`config.mk`:
```
export PLATFORM = sky130hd
export DESIGN_NAME = icache_xbar_top
export DESIGN_NICKNAME = d
export VERILOG_FILES = /design/src/source/icache_xbar_pkg.sv /design/src/source/bank_arbiter.sv /design/src/source/icache_xbar_top.sv /design/src/source/request_mux.sv /design/src/source/response_router.sv
export SDC_FILE = /design/constraint.sdc
export NUM_CORES = 1
export LEC_CHECK = 0
export BUFFER_PORTS_ARGS = -buffer_cell sky130_fd_sc_hd__buf_2
export CAP_MARGIN = 20
export CELL_PAD_IN_SITES_DETAIL_PLACEMENT = 2
export CELL_PAD_IN_SITES_GLOBAL_PLACEMENT = 2
export CORE_AREA = 10 10 212 214
export DETAILED_ROUTE_END_ITERATION = 12
export DIE_AREA = 0 0 222 224
export PLACE_DENSITY = 0.83
export SLEW_MARGIN = 20
export SYNTH_ARGS = -nofsm -noshare
export SYNTH_HDL_FRONTEND = slang
export SYNTH_SLANG_ARGS = --single-unit
```
`constraint.sdc`:
```
create_clock -name clk -period 6.65 [get_ports clk]
set_clock_uncertainty 0.15 [all_clocks]
set_input_delay 0.9975 -clock clk [delete_from_list [all_inputs] [get_ports clk]]
set_output_delay 0.9975 -clock clk [all_outputs]
set_load 0.05 [all_outputs]
```
`src/source/icache_xbar_pkg.sv`:
```
// Instruction cache crossbar definitions
`default_nettype none

package icache_xbar_pkg;

        //////////////////////////////////////////////////
        // Crossbar sizes
        //////////////////////////////////////////////////

        localparam int unsigned N_MASTER   = 4;      // Fetch ports
        localparam int unsigned N_BANK     = 4;      // Interleaved cache banks, power of two
        localparam int unsigned ADDR_WIDTH = 32;     // Fetch address
        localparam int unsigned DATA_WIDTH = 32;     // One instruction word

        // Bank index sits right above the 32 byte line offset
        localparam int unsigned BLI_LSB          = 5;
        localparam int unsigned BANK_SEL_WIDTH   = $clog2(N_BANK);   // 2 for four banks
        localparam int unsigned MASTER_IDX_WIDTH = $clog2(N_MASTER); // Binary master number

        //////////////////////////////////////////////////
        // Types
        //////////////////////////////////////////////////

        typedef logic [ADDR_WIDTH-1:0]       addr_t;       // Fetch address
        typedef logic [DATA_WIDTH-1:0]       data_t;       // Instruction word
        typedef logic [BANK_SEL_WIDTH-1:0]   bank_sel_t;   // Target bank
        typedef logic [MASTER_IDX_WIDTH-1:0] master_idx_t; // Master number
        typedef logic [N_MASTER-1:0]         master_id_t;  // One-hot tag carried by the bank

endpackage

`default_nettype wire

```
`src/source/bank_arbiter.sv`:
```
// Per bank round-robin arbitration
`timescale 1ns/1ps
`default_nettype none

module bank_arbiter
(
        input  logic                                                clk,
        input  logic                                                arst_n_i,

        // Request matrix, one master vector per bank
        input  logic [icache_xbar_pkg::N_BANK-1:0][icache_xbar_pkg::N_MASTER-1:0] bank_req_i,
        input  logic [icache_xbar_pkg::N_BANK-1:0]                  data_gnt_i,    // Bank ready

        output logic [icache_xbar_pkg::N_BANK-1:0]                  win_valid_o,   // Bank has a winner
        output icache_xbar_pkg::master_idx_t [icache_xbar_pkg::N_BANK-1:0] win_idx_o,
        output logic [icache_xbar_pkg::N_BANK-1:0]                  data_req_o,    // To the banks
        output logic [icache_xbar_pkg::N_MASTER-1:0]                data_gnt_o     // To the masters
);

        // Round-robin pointers, one per bank
        icache_xbar_pkg::master_idx_t [icache_xbar_pkg::N_BANK-1:0] rr_ptr_q;
        icache_xbar_pkg::master_idx_t [icache_xbar_pkg::N_BANK-1:0] rr_ptr_next;

        logic [icache_xbar_pkg::N_BANK-1:0]                         win_valid;
        icache_xbar_pkg::master_idx_t [icache_xbar_pkg::N_BANK-1:0] win_idx;
        logic [icache_xbar_pkg::N_BANK-1:0]                         bank_accept;  // req and gnt

        //////////////////////////////////////////////////
        // Winner selection
        //////////////////////////////////////////////////

        // First requester at or after the pointer, wrapping around
        always_comb
        begin
                icache_xbar_pkg::master_idx_t cand;

                cand = '0;
                for (int unsigned b = 0; b < icache_xbar_pkg::N_BANK; b++)
                begin
                        win_valid[b] = 1'b0;
                        win_idx[b]   = rr_ptr_q[b];    // Idle bank shows the pointer
                        for (int unsigned off = 0; off < icache_xbar_pkg::N_MASTER; off++)
                        begin
                                cand = icache_xbar_pkg::master_idx_t'(
                                        (rr_ptr_q[b] + off) % icache_xbar_pkg::N_MASTER);
                                if (!win_valid[b] && bank_req_i[b][cand])
                                begin
                                        win_valid[b] = 1'b1;
                                        win_idx[b]   = cand;    // Closest to the pointer wins
                                end
                        end
                end
        end

        assign win_valid_o = win_valid;
        assign win_idx_o   = win_idx;
        assign data_req_o  = win_valid;               // Winner is shown even without gnt
        assign bank_accept = win_valid & data_gnt_i;  // Transfer happens this cycle

        //////////////////////////////////////////////////
        // Master grants and pointer update
        //////////////////////////////////////////////////

        // A master targets one bank, so at most one bank grants it
        always_comb
        begin
                data_gnt_o = '0;
                for (int unsigned b = 0; b < icache_xbar_pkg::N_BANK; b++)
                begin
                        if (bank_accept[b])
                                data_gnt_o[win_idx[b]] = 1'b1;
                end
        end

        // Next pointer lands on the master after the winner
        always_comb
        begin
                for (int unsigned b = 0; b < icache_xbar_pkg::N_BANK; b++)
                begin
                        rr_ptr_next[b] = icache_xbar_pkg::master_idx_t'(
                                (win_idx[b] + 1) % icache_xbar_pkg::N_MASTER);
                end
        end

        always_ff @(posedge clk or negedge arst_n_i)
        begin
                if (!arst_n_i)
                begin
                        rr_ptr_q <= '0;     // Every bank starts at master 0
                end
                else
                begin
                        for (int unsigned b = 0; b < icache_xbar_pkg::N_BANK; b++)
                        begin
                                if (bank_accept[b])
                                        rr_ptr_q[b] <= rr_ptr_next[b];
                                // Pointer holds while the bank stalls
                        end
                end
        end

endmodule

`default_nettype wire

```
`src/source/icache_xbar_top.sv`:
```
// Instruction cache crossbar top
`timescale 1ns/1ps
`default_nettype none

module icache_xbar_top
(
        input  logic                                                       clk,
        input  logic                                                       arst_n_i,

        //////////////////////////////////////////////////
        // Fetch ports
        input  logic [icache_xbar_pkg::N_MASTER-1:0]                       data_req_i,
        input  icache_xbar_pkg::addr_t [icache_xbar_pkg::N_MASTER-1:0]     data_add_i,
        output logic [icache_xbar_pkg::N_MASTER-1:0]                       data_gnt_o,
        output logic [icache_xbar_pkg::N_MASTER-1:0]                       data_r_valid_o,
        output icache_xbar_pkg::data_t [icache_xbar_pkg::N_MASTER-1:0]     data_r_rdata_o,

        //////////////////////////////////////////////////
        // Cache banks
        output logic [icache_xbar_pkg::N_BANK-1:0]                         data_req_o,
        output icache_xbar_pkg::addr_t [icache_xbar_pkg::N_BANK-1:0]       data_add_o,
        output icache_xbar_pkg::master_id_t [icache_xbar_pkg::N_BANK-1:0]  data_id_o,
        input  logic [icache_xbar_pkg::N_BANK-1:0]                         data_gnt_i,
        input  logic [icache_xbar_pkg::N_BANK-1:0]                         data_r_valid_i, // Always taken
        input  icache_xbar_pkg::master_id_t [icache_xbar_pkg::N_BANK-1:0]  data_r_id_i,
        input  icache_xbar_pkg::data_t [icache_xbar_pkg::N_BANK-1:0]       data_r_rdata_i
);

        // Request matrix from the decoders
        logic [icache_xbar_pkg::N_BANK-1:0][icache_xbar_pkg::N_MASTER-1:0] bank_req;

        // Arbitration result per bank
        logic [icache_xbar_pkg::N_BANK-1:0]                                win_valid;
        icache_xbar_pkg::master_idx_t [icache_xbar_pkg::N_BANK-1:0]        win_idx;

        // Round-robin control, also drives the req/gnt handshakes
        bank_arbiter i_bank_arbiter
        (
                .clk            ( clk            ),
                .arst_n_i       ( arst_n_i       ),
                .bank_req_i     ( bank_req       ),
                .data_gnt_i     ( data_gnt_i     ),
                .win_valid_o    ( win_valid      ),
                .win_idx_o      ( win_idx        ),
                .data_req_o     ( data_req_o     ),
                .data_gnt_o     ( data_gnt_o     )
        );

        // Bank decode and winner payload
        request_mux i_request_mux
        (
                .data_req_i     ( data_req_i     ),
                .data_add_i     ( data_add_i     ),
                .win_valid_i    ( win_valid      ),
                .win_idx_i      ( win_idx        ),
                .bank_req_o     ( bank_req       ),
                .data_add_o     ( data_add_o     ),
                .data_id_o      ( data_id_o      )
        );

        // Return path by one-hot tag
        response_router i_response_router
        (
                .data_r_valid_i ( data_r_valid_i ),
                .data_r_id_i    ( data_r_id_i    ),
                .data_r_rdata_i ( data_r_rdata_i ),
                .data_r_valid_o ( data_r_valid_o ),
                .data_r_rdata_o ( data_r_rdata_o )
        );

endmodule

`default_nettype wire

```
`src/source/request_mux.sv`:
```
// Crossbar request routing
`timescale 1ns/1ps
`default_nettype none

module request_mux
(
        // Master side
        input  logic [icache_xbar_pkg::N_MASTER-1:0]                 data_req_i,
        input  icache_xbar_pkg::addr_t [icache_xbar_pkg::N_MASTER-1:0] data_add_i,

        // From the arbiters
        input  logic [icache_xbar_pkg::N_BANK-1:0]                   win_valid_i,
        input  icache_xbar_pkg::master_idx_t [icache_xbar_pkg::N_BANK-1:0] win_idx_i,

        // Request matrix to the arbiters
        output logic [icache_xbar_pkg::N_BANK-1:0][icache_xbar_pkg::N_MASTER-1:0] bank_req_o,

        // Bank side payload
        output icache_xbar_pkg::addr_t [icache_xbar_pkg::N_BANK-1:0]     data_add_o,
        output icache_xbar_pkg::master_id_t [icache_xbar_pkg::N_BANK-1:0] data_id_o
);

        // Decoded target bank of every master
        icache_xbar_pkg::bank_sel_t [icache_xbar_pkg::N_MASTER-1:0] bank_sel;

        //////////////////////////////////////////////////
        // Bank decode
        //////////////////////////////////////////////////

        genvar m, b;

        generate
                for (m = 0; m < icache_xbar_pkg::N_MASTER; m++)
                begin : g_decode
                        // Line interleaving, bits above the line offset
                        assign bank_sel[m] = data_add_i[m][icache_xbar_pkg::BLI_LSB +:
                                                           icache_xbar_pkg::BANK_SEL_WIDTH];
                end

                // Transpose into one master vector per bank
                for (b = 0; b < icache_xbar_pkg::N_BANK; b++)
                begin : g_bank_req
                        for (m = 0; m < icache_xbar_pkg::N_MASTER; m++)
                        begin : g_master
                                assign bank_req_o[b][m] = data_req_i[m] &&
                                        (bank_sel[m] == icache_xbar_pkg::bank_sel_t'(b));
                        end
                end
        endgenerate

        //////////////////////////////////////////////////
        // Winner payload
        //////////////////////////////////////////////////

        // Address of the winning master on each bank
        always_comb
        begin
                for (int unsigned i = 0; i < icache_xbar_pkg::N_BANK; i++)
                begin
                        data_add_o[i] = data_add_i[win_idx_i[i]];
                end
        end

        // One-hot tag of the winner, zero on an idle bank
        always_comb
        begin
                for (int unsigned i = 0; i < icache_xbar_pkg::N_BANK; i++)
                begin
                        if (win_valid_i[i])
                        begin
                                data_id_o[i] = icache_xbar_pkg::master_id_t'(1) << win_idx_i[i];
                        end
                        else
                        begin
                                data_id_o[i] = '0;     // Nobody tagged
                        end
                end
        end

endmodule

`default_nettype wire

```
`src/source/response_router.sv`:
```
// Crossbar response steering
`timescale 1ns/1ps
`default_nettype none

module response_router
(
        // Bank responses, never back-pressured
        input  logic [icache_xbar_pkg::N_BANK-1:0]                        data_r_valid_i,
        input  icache_xbar_pkg::master_id_t [icache_xbar_pkg::N_BANK-1:0] data_r_id_i,
        input  icache_xbar_pkg::data_t [icache_xbar_pkg::N_BANK-1:0]      data_r_rdata_i,

        // Per master response
        output logic [icache_xbar_pkg::N_MASTER-1:0]                      data_r_valid_o,
        output icache_xbar_pkg::data_t [icache_xbar_pkg::N_MASTER-1:0]    data_r_rdata_o
);

        // Hit matrix, bank b carries a response for master m
        logic [icache_xbar_pkg::N_MASTER-1:0][icache_xbar_pkg::N_BANK-1:0] resp_hit;

        //////////////////////////////////////////////////
        // ID match
        //////////////////////////////////////////////////

        genvar m, b;

        generate
                for (m = 0; m < icache_xbar_pkg::N_MASTER; m++)
                begin : g_hit
                        for (b = 0; b < icache_xbar_pkg::N_BANK; b++)
                        begin : g_bank
                                // Master bit set in the returned one-hot tag
                                assign resp_hit[m][b] = data_r_valid_i[b] & data_r_id_i[b][m];
                        end

                        assign data_r_valid_o[m] = |resp_hit[m];
                end
        endgenerate

        //////////////////////////////////////////////////
        // Data steering
        //////////////////////////////////////////////////

        // AND-OR mux, one outstanding fetch per master keeps hits one-hot
        always_comb
        begin
                for (int unsigned i = 0; i < icache_xbar_pkg::N_MASTER; i++)
                begin
                        data_r_rdata_o[i] = '0;
                        for (int unsigned j = 0; j < icache_xbar_pkg::N_BANK; j++)
                        begin
                                data_r_rdata_o[i] = data_r_rdata_o[i] |
                                        ({icache_xbar_pkg::DATA_WIDTH{resp_hit[i][j]}}
                                         & data_r_rdata_i[j]);
                        end
                end
        end

endmodule

`default_nettype wire

```
# == Yosys cells after proc, flatten, opt, wreduce, memory -nomap -nowiden ==
# Cells that the tools add are included.
# W data, S select, Z words.
# word_totals
latch_bits,0
mem_bits_rw,0
memories,0
rom_bits,0
output_inout_bits,284
input_bits,286
register_bits,8
# classes
n_bitwise,48
n_mul,0
n_lt_le_gt_ge,24
n_shift,4
addsub,16
mux,84
n_eq_ne,12
n_reduce_logical,52
div_mod_pow,0
# ops
operator,n
$and A32 B32 Y32,16
$or A32 B32 Y32,12
$bmux W32 S2,4
$mux W32,4
$lt A2 B3 Y1 const B,20
$mux W1,36
$bmux W1 S2,16
$logic_and A1 B1 Y1,32
$mux W4,8
$mux W2,12
$add A2 B1 Y2 const B,8
$add A2 B2 Y2 const B,8
$and A1 B1 Y1,16
$eq A2 B2 Y1 const B,8
$reduce_or A4 Y1,4
$shl A1 B2 Y4 const A,4
$logic_not A1 Y1,12
$or A4 B4 Y4,3
$demux W1 S2,4
$eq A2 B1 Y1 const B,4
$ge A2 B1 Y1 const B,4
$logic_not A2 Y1,4
$and A4 B4 Y4,1

# == Logic depth before layout (Yosys ltp) ==
# Gate-level depths: netlist (run 1).
# depth
depth_word,25
mapped_depth,11

# == Hierarchy ==
# Synthesis (run 1) repeated with hierarchy kept, for this count alone.
# unflattened
hier_cells,1105
area_unflattened_um2,8964.8
# modules_own_cells
module,cells_each,area_each_um2,seq_area_each_um2,instances
response_router,776,4272.8,0.0,1
request_mux,192,3523.4,0.0,1
bank_arbiter,137,1168.6,200.2,1

# == Least setup slack after synthesis (run 1) ==
# OpenSTA, ideal clock, no wires.
# synth_timing
path_kind,input-to-output
from,input port data_add_i[101] (netlist bit)
to,output port data_id_o[3] (netlist bit)
required_ns,5.503
n_path_buf,3
arrival_time_ns,3.209
setup_slack_ns,2.293
cell_stages,9
cell_sequence,buf_4 -> or3b_1 -> a2bb2oi_1 -> nor2_1 -> a221oi_1 -> buf_4 -> buf_6 -> ha_1 -> nor2b_1
# synth_rtl
item,line_no,text
start: declaration,icache_xbar_top.sv:13,"input icache_xbar_pkg::addr_t [icache_xbar_pkg::N_MASTER-1:0] data_add_i,"
end: declaration,icache_xbar_top.sv:22,"output icache_xbar_pkg::master_id_t [icache_xbar_pkg::N_BANK-1:0] data_id_o,"

==> impl_metrics.json, run 1 <==
{
  "status": "finished clean",
  "ys_seq_area_frac": 0.0258,
  "reg2reg_depth": 5,
  "synth_xor_area_frac": 0,
  "initial_core_util": 0.191,
  "rows": 74,
  "area_growth_pct": 41.7,
  "grt_util_all_layers": 0.212,
  "path_max_fanout": 22,
  "drv_slew": 0,
  "dpl.hpwl_um": 46500,
  "dieHeight_um": 224,
  "fin_crit_sh": 0.736,
  "synth_fp_nets": 1223,
  "syn_area_um2": 7750,
  "drtAntennaViolNets": 0,
  "syn_inst": 921,
  "synth_flop_cell": "dfrtp_1",
  "grt_pass1_vias": 11856,
  "top_regs": "i_bank_arbiter.rr_ptr_q (8)",
  "ys_top_cells_by_area": "a22oi_1 26%, mux2i_1 25%, mux4_2 18%, nand2_1 6.8%, clkbuf_1 3.3%",
  "yosysMostFrequentCell": "a22oi_1",
  "grt_pass1_wl_um": 83900,
  "largest_reg_flops": 8,
  "cp-end-kind": "primary output",
  "holdBufCountCts": 0,
  "drt_pass1_iterations": 7,
  "drc": 0,
  "drt-initial-drc-count": 1358,
  "synth_top_cell_by_area": "a22oi_1",
  "ctsLongestPathBuffers": 2,
  "yosys.area_share.adder": 0.0258,
  "vias": 11144,
  "synthSimpleGateAreaFrac": 0.133,
  "routabilityCongestion": 0.971,
  "worst-r2r-setup-slack_ns": 3.87,
  "rsz0062_at_grt": "false",
  "hold_viol": 0,
  "cts_tree": "built",
  "top_register": "i_bank_arbiter.rr_ptr_q",
  "yosys_warnings": 0,
  "cts_buffers": 3,
  "cts.sinks": 8,
  "crit_type": "in2out",
  "wl_per_cell_um": 29.7,
  "cp.required_ns": 5.50,
  "grt-ovfl-total": 0,
  "core_area_um2": 40600,
  "power.total_mw": 4.39,
  "power.density_nw_per_um2": 399,
  "synthTopCellsByCount": "264 x a22oi_1, 192 x mux2i_1, 141 x nand2_1",
  "worst_slew_pin_slew_ns": 0.979,
  "htreeDepth": 1,
  "fin_crit_ns": 4.89,
  "io_buffers": 569,
  "synth_top_family_by_area": "multiplexers",
  "setup_tns_ns": 0,
  "drive_gt1_frac": 0.486,
  "timing.rr.start": "i_bank_arbiter.rr_ptr_q[5]",
  "postCtsSetupRepairBufs": 0,
  "synth_cell_types": 46,
  "hp-class": "in2async",
  "synth-seq-cells": 8,
  "synthArstFlopShare": 1.00,
  "via_per_inst": 5.72,
  "grt_start_max_net_pins": 62,
  "r2r-end": "i_bank_arbiter.rr_ptr_q[5]",
  "design.die.area_um2": 49700,
  "synth_compound_area_frac": 0.288,
  "critPathArrivalTime_ns": 3.75,
  "nNetsFinal": 1706,
  "synth_top_area_frac": 0.256,
  "p_leak_nw": 5.63,
  "worstSkewPairLatency_ns": 0.23,
  "setup_violations": 0,
  "totalWireLength_um": 57800,
  "max_freq_ghz": 0.204,
  "start_kind": "primary input",
  "synthMuxAreaShare": 0.440,
  "ir_worst_vdd_mv": 0.290,
  "syn_area_per_cell_um2": 8.41,
  "holdWs_ns": 0.464,
  "maxCapViolations": 0,
  "synth-edff-count": 0,
  "antenna_found_initial": 19,
  "post_cts_resized": 0,
  "io_pins": 570,
  "cts.clk_slew.worst_paths_ns": 0.04,
  "relSlewSlack": 0.347,
  "clock-root-buffer": "clkbuf_16",
  "die_w_um": 222
}
-- metal layers --
layer | wire length [um] | global-route usage
met3 | 4410 | 0.0436
met4 | 2000 | 0.0790
met2 | 29800 | 0.383
met1 | 21500 | 0.242
met5 | 44 | 0
-- placed cells by master, fill, tap and decap left out, types with 4 or more instances in the layout --
| master | n |
|---|---|
| a21oi_1 | 8 |
| a22oi_1 | 264 |
| and2_1 | 18 |
| and2_2 | 13 |
| buf_2 | 569 |
| buf_4 | 16 |
| dfrtp_1 | 8 |
| diode_2 | 15 |
| ha_1 | 16 |
| inv_1 | 4 |
| inv_2 | 6 |
| mux2_1 | 4 |
| mux2i_1 | 192 |
| mux4_2 | 63 |
| nand2_1 | 141 |
| nand3_1 | 7 |
| nand3b_1 | 7 |
| nor2_1 | 13 |
| nor2b_1 | 5 |
| or4_1 | 4 |
-- through the flow --
step | worst slack, ns | cell area, um2 | utilization | instances
floorplan | 2.29 | 7750 | - | 921
global placement | 1.91 | 10900 | 0.268 | 1931
detailed placement | 1.77 | 10900 | 0.268 | 1931
CTS | 1.76 | 10900 | 0.270 | 1934
global route | 1.57 | 11000 | 0.271 | 1948
finish | 1.76 | 11000 | 0.271 | 1949
-- critical path, stage by stage --
cell	delay, ns
buf_2	0.20
nand3b_1	0.25
nand2_1	0.10
o211ai_1	0.22
nand3_2	0.71
buf_4	0.50
mux4_2	0.49
buf_2	0.24
-- worst max-delay path by stage --
| stage | start | endpoint |
|---|---|---|
| floorplan | data_add_i[101] | data_id_o[3] |
| global placement | data_add_i[70] | data_gnt_o[1] |
| detailed placement | data_add_i[70] | data_gnt_o[1] |
| CTS | data_add_i[70] | data_gnt_o[1] |
| global route | data_add_i[101] | data_add_o[82] |
| finish | data_add_i[101] | data_add_o[82] |
-- final cells by class --
class	instances	area (um2)
fill	4824	29600
multi-input combinational	794	6960
timing repair buffer	587	3010
tap	532	666
sequential	8	200
clock buffer	3	75.1
inverter	10	37.5
antenna	15	37.5
-- where the power goes --
group	switching (mW)	total [mW]	leakage [nW]	internal, mW
clock	0.0277	0.106	0.0371	0.0779
sequential	0.0410	0.111	0.0908	0.0697
combinational	2.99	4.17	5.50	1.19
total	3.05	4.39	5.63	1.33
-- kinds of logic (layout without fill, tap and decap cells) --
| family | after synthesis | count (layout) |
|---|---|---|
| buffers and inverters | 119 | 600 |
| and+or+nand+nor | 222 | 222 |
| other | 0 | 15 |
| adders and majority gates | 16 | 16 |
| muxes | 260 | 260 |
| DFF | 8 | 8 |
| AOI/OAI and AO/OA | 296 | 296 |
No activity file was read; power rests on OpenSTA's default activity.
==> run 2: changes to the inputs <==
--- a/config.mk
+++ b/config.mk
@@ -9,10 +9,10 @@
 export CAP_MARGIN = 20
 export CELL_PAD_IN_SITES_DETAIL_PLACEMENT = 2
 export CELL_PAD_IN_SITES_GLOBAL_PLACEMENT = 2
-export CORE_AREA = 10 10 212 214
+export CORE_MARGIN = 10
+export CORE_UTILIZATION = 19
 export DETAILED_ROUTE_END_ITERATION = 12
-export DIE_AREA = 0 0 222 224
-export PLACE_DENSITY = 0.83
+export PLACE_DENSITY = 0.86
 export SLEW_MARGIN = 20
 export SYNTH_ARGS = -nofsm -noshare
 export SYNTH_HDL_FRONTEND = slang
==> constraint.sdc (replaced) <==
create_clock -name clk -period 4.4 [get_ports clk]
set_clock_uncertainty 0.15 [all_clocks]
set_input_delay 0.66 -clock clk [delete_from_list [all_inputs] [get_ports clk]]
set_output_delay 0.66 -clock clk [all_outputs]
set_load 0.05 [all_outputs]
==> impl_metrics.json, run 2 (synthesis gave the netlist of run 1 again) <==
{
  "drive_gt1_frac": 0.485,
  "seqCellArea_um2": 200,
  "intPower_mw": 2.11,
  "final_area_um2": 11100,
  "ctsLongestPathBuffers": 2,
  "crit_type": "in2out",
  "hp-class": "in2async",
  "postCtsSetupRepairBufs": 0,
  "netSwitchingFraction": 0.689,
  "cp_cell_sequence": "buf_2 > or3b_4 > a21o_1 > a32oi_4 > buf_12 > buf_12 > mux2i_1 > mux2i_1 > buf_2",
  "area_growth_pct": 43.8,
  "status": "finished clean",
  "cts.clk_slew.worst_paths_ns": 0.04,
  "dieHeight_um": 222,
  "vias": 11216,
  "cp-startpoint": "data_add_i[70]",
  "drt_pass1_iterations": 6,
  "design.die.area_um2": 49300,
  "drv_slew": 0,
  "io_buffers": 569,
  "cts_buffers": 3,
  "fin_crit_ns": 3.90,
  "clock-root-buffer": "clkbuf_16",
  "clkPwrFrac": 0.024,
  "setup_violations": 0,
  "rows": 73,
  "maxCapViolations": 0,
  "timing.rr.start": "i_bank_arbiter.rr_ptr_q[1]",
  "io_pins": 570,
  "cts.sinks": 8,
  "cp.required_ns": 3.59,
  "top_regs": "i_bank_arbiter.rr_ptr_q (8)",
  "dpl.hpwl_um": 47200,
  "htreeDepth": 1,
  "holdBufCountCts": 0,
  "mostFrequentLayoutCell": "buf_2",
  "max_freq_ghz": 0.256,
  "cts_tree": "built",
  "postLayoutCoreUtil": 0.278,
  "cp-end-kind": "primary output",
  "setup_tns_ns": 0,
  "relSlewSlack": 0.384,
  "placed_area_um2": 11000,
  "final_cell_mix": "569 x buf_2, 264 x a22oi_1, 192 x mux2i_1",
  "wl_per_cell_um": 30.0,
  "nNetsFinal": 1713,
  "rsz0062_at_grt": "false",
  "hold_viol": 0,
  "die_w_um": 222,
  "drc": 0,
  "largest_reg_flops": 8,
  "grt_util_all_layers": 0.218,
  "totalWireLength_um": 58600,
  "multiInputGateArea_um2": 6960,
  "start_kind": "primary input",
  "drt-initial-drc-count": 1241,
  "switchingPower_mw": 4.67,
  "slowest_stage": "or3b_4",
  "initial_core_util": 0.194,
  "worstSkewPairLatency_ns": 0.24,
  "ir_worst_vdd_mv": 0.420,
  "grt-ovfl-total": 0,
  "via_per_inst": 5.75,
  "pwr-share-seq": 0.024,
  "core_area_um2": 40000,
  "drtAntennaViolNets": 0,
  "grt_pass1_wl_um": 84300,
  "top_register": "i_bank_arbiter.rr_ptr_q",
  "finalNonFillerCells": 1951,
  "holdWs_ns": 0.133,
  "power.density_nw_per_um2": 608,
  "crit_path_max_incr_delay_ns": 0.45,
  "p_comb_frac": 0.951,
  "worst_slew_pin_slew_ns": 0.924,
  "critPathArrivalTime_ns": 3.09,
  "path_max_fanout": 31,
  "grt_start_max_net_pins": 42,
  "p_leak_nw": 5.70,
  "place_inst": 1931,
  "routabilityCongestion": 0.921,
  "antenna_found_initial": 17,
  "post_cts_resized": 0,
  "final.fill_count": 4751,
  "fin_crit_sh": 0.887,
  "grt_pass1_vias": 11757
}
-- run 2: changes by cell type in the layout (fill, tap and decap cells not counted), sizes merged --
cell	before	now
buf	587	594
diode	15	17
-- run 2: final timing paths --
| kind | end | slack [ns] | depth (start not counted) |
|---|---|---|---|
| min | i_bank_arbiter.rr_ptr_q[6] | 0.13 | 1 |
| max | data_add_o[15] | 0.50 | 9 |
| min in group clk | i_bank_arbiter.rr_ptr_q[6] | 0.46 | 2 |
| min reg2reg | i_bank_arbiter.rr_ptr_q[6] | 0.46 | 2 |
| max reg2reg | i_bank_arbiter.rr_ptr_q[1] | 2.09 | 5 |
| max in group asynchronous | i_bank_arbiter.rr_ptr_q[0] | 3.76 | 1 |
-- run 2: cell type report --
| type | count | area share |
|---|---|---|
| multi-input combinational | 794 | 0.624 |
| timing repair buffer | 594 | 0.285 |
| sequential | 8 | 0.0180 |
| antenna | 17 | 0.00382 |
| tap | 525 | 0.0590 |
| clock buffer | 3 | 0.00674 |
| inverter | 10 | 0.00337 |
-- run 2: worst max-delay path: cells and delay by family --
family | cells | cell delay, ns
buf+inv | 4 | 1.03
compound gates | 2 | 0.62
simple gates | 1 | 0.45
mux | 2 | 0.29
-- run 2: per-stage QoR --
step / worst slack, ns / power [mW]
after floorplan: 0.718 / 4.92
after global placement: 0.673 / 6.43
after detailed placement: 0.526 / 6.59
after CTS: 0.497 / 6.78
after global routing: 0.371 / 7.03
final: 0.499 / 6.78
-- run 2: power by group through the flow --
| stage | Clock, mW | Sequential [mW] | Combinational, mW |
|---|---|---|---|
| global route | 0.167 | 0.171 | 6.69 |
| finish | 0.164 | 0.166 | 6.45 |
| CTS | 0.162 | 0.165 | 6.45 |
| global placement | 0 | 0.162 | 6.27 |
| detailed placement | 0 | 0.165 | 6.42 |
| floorplan | 0 | 0.143 | 4.78 |
-- run 2: layer usage --
layer / part of all wire / global-route usage
met3: 0.078 / 0.0486
met5: 0.00097 / 0
met2: 0.51 / 0.390
met4: 0.039 / 0.0770
met1: 0.37 / 0.247
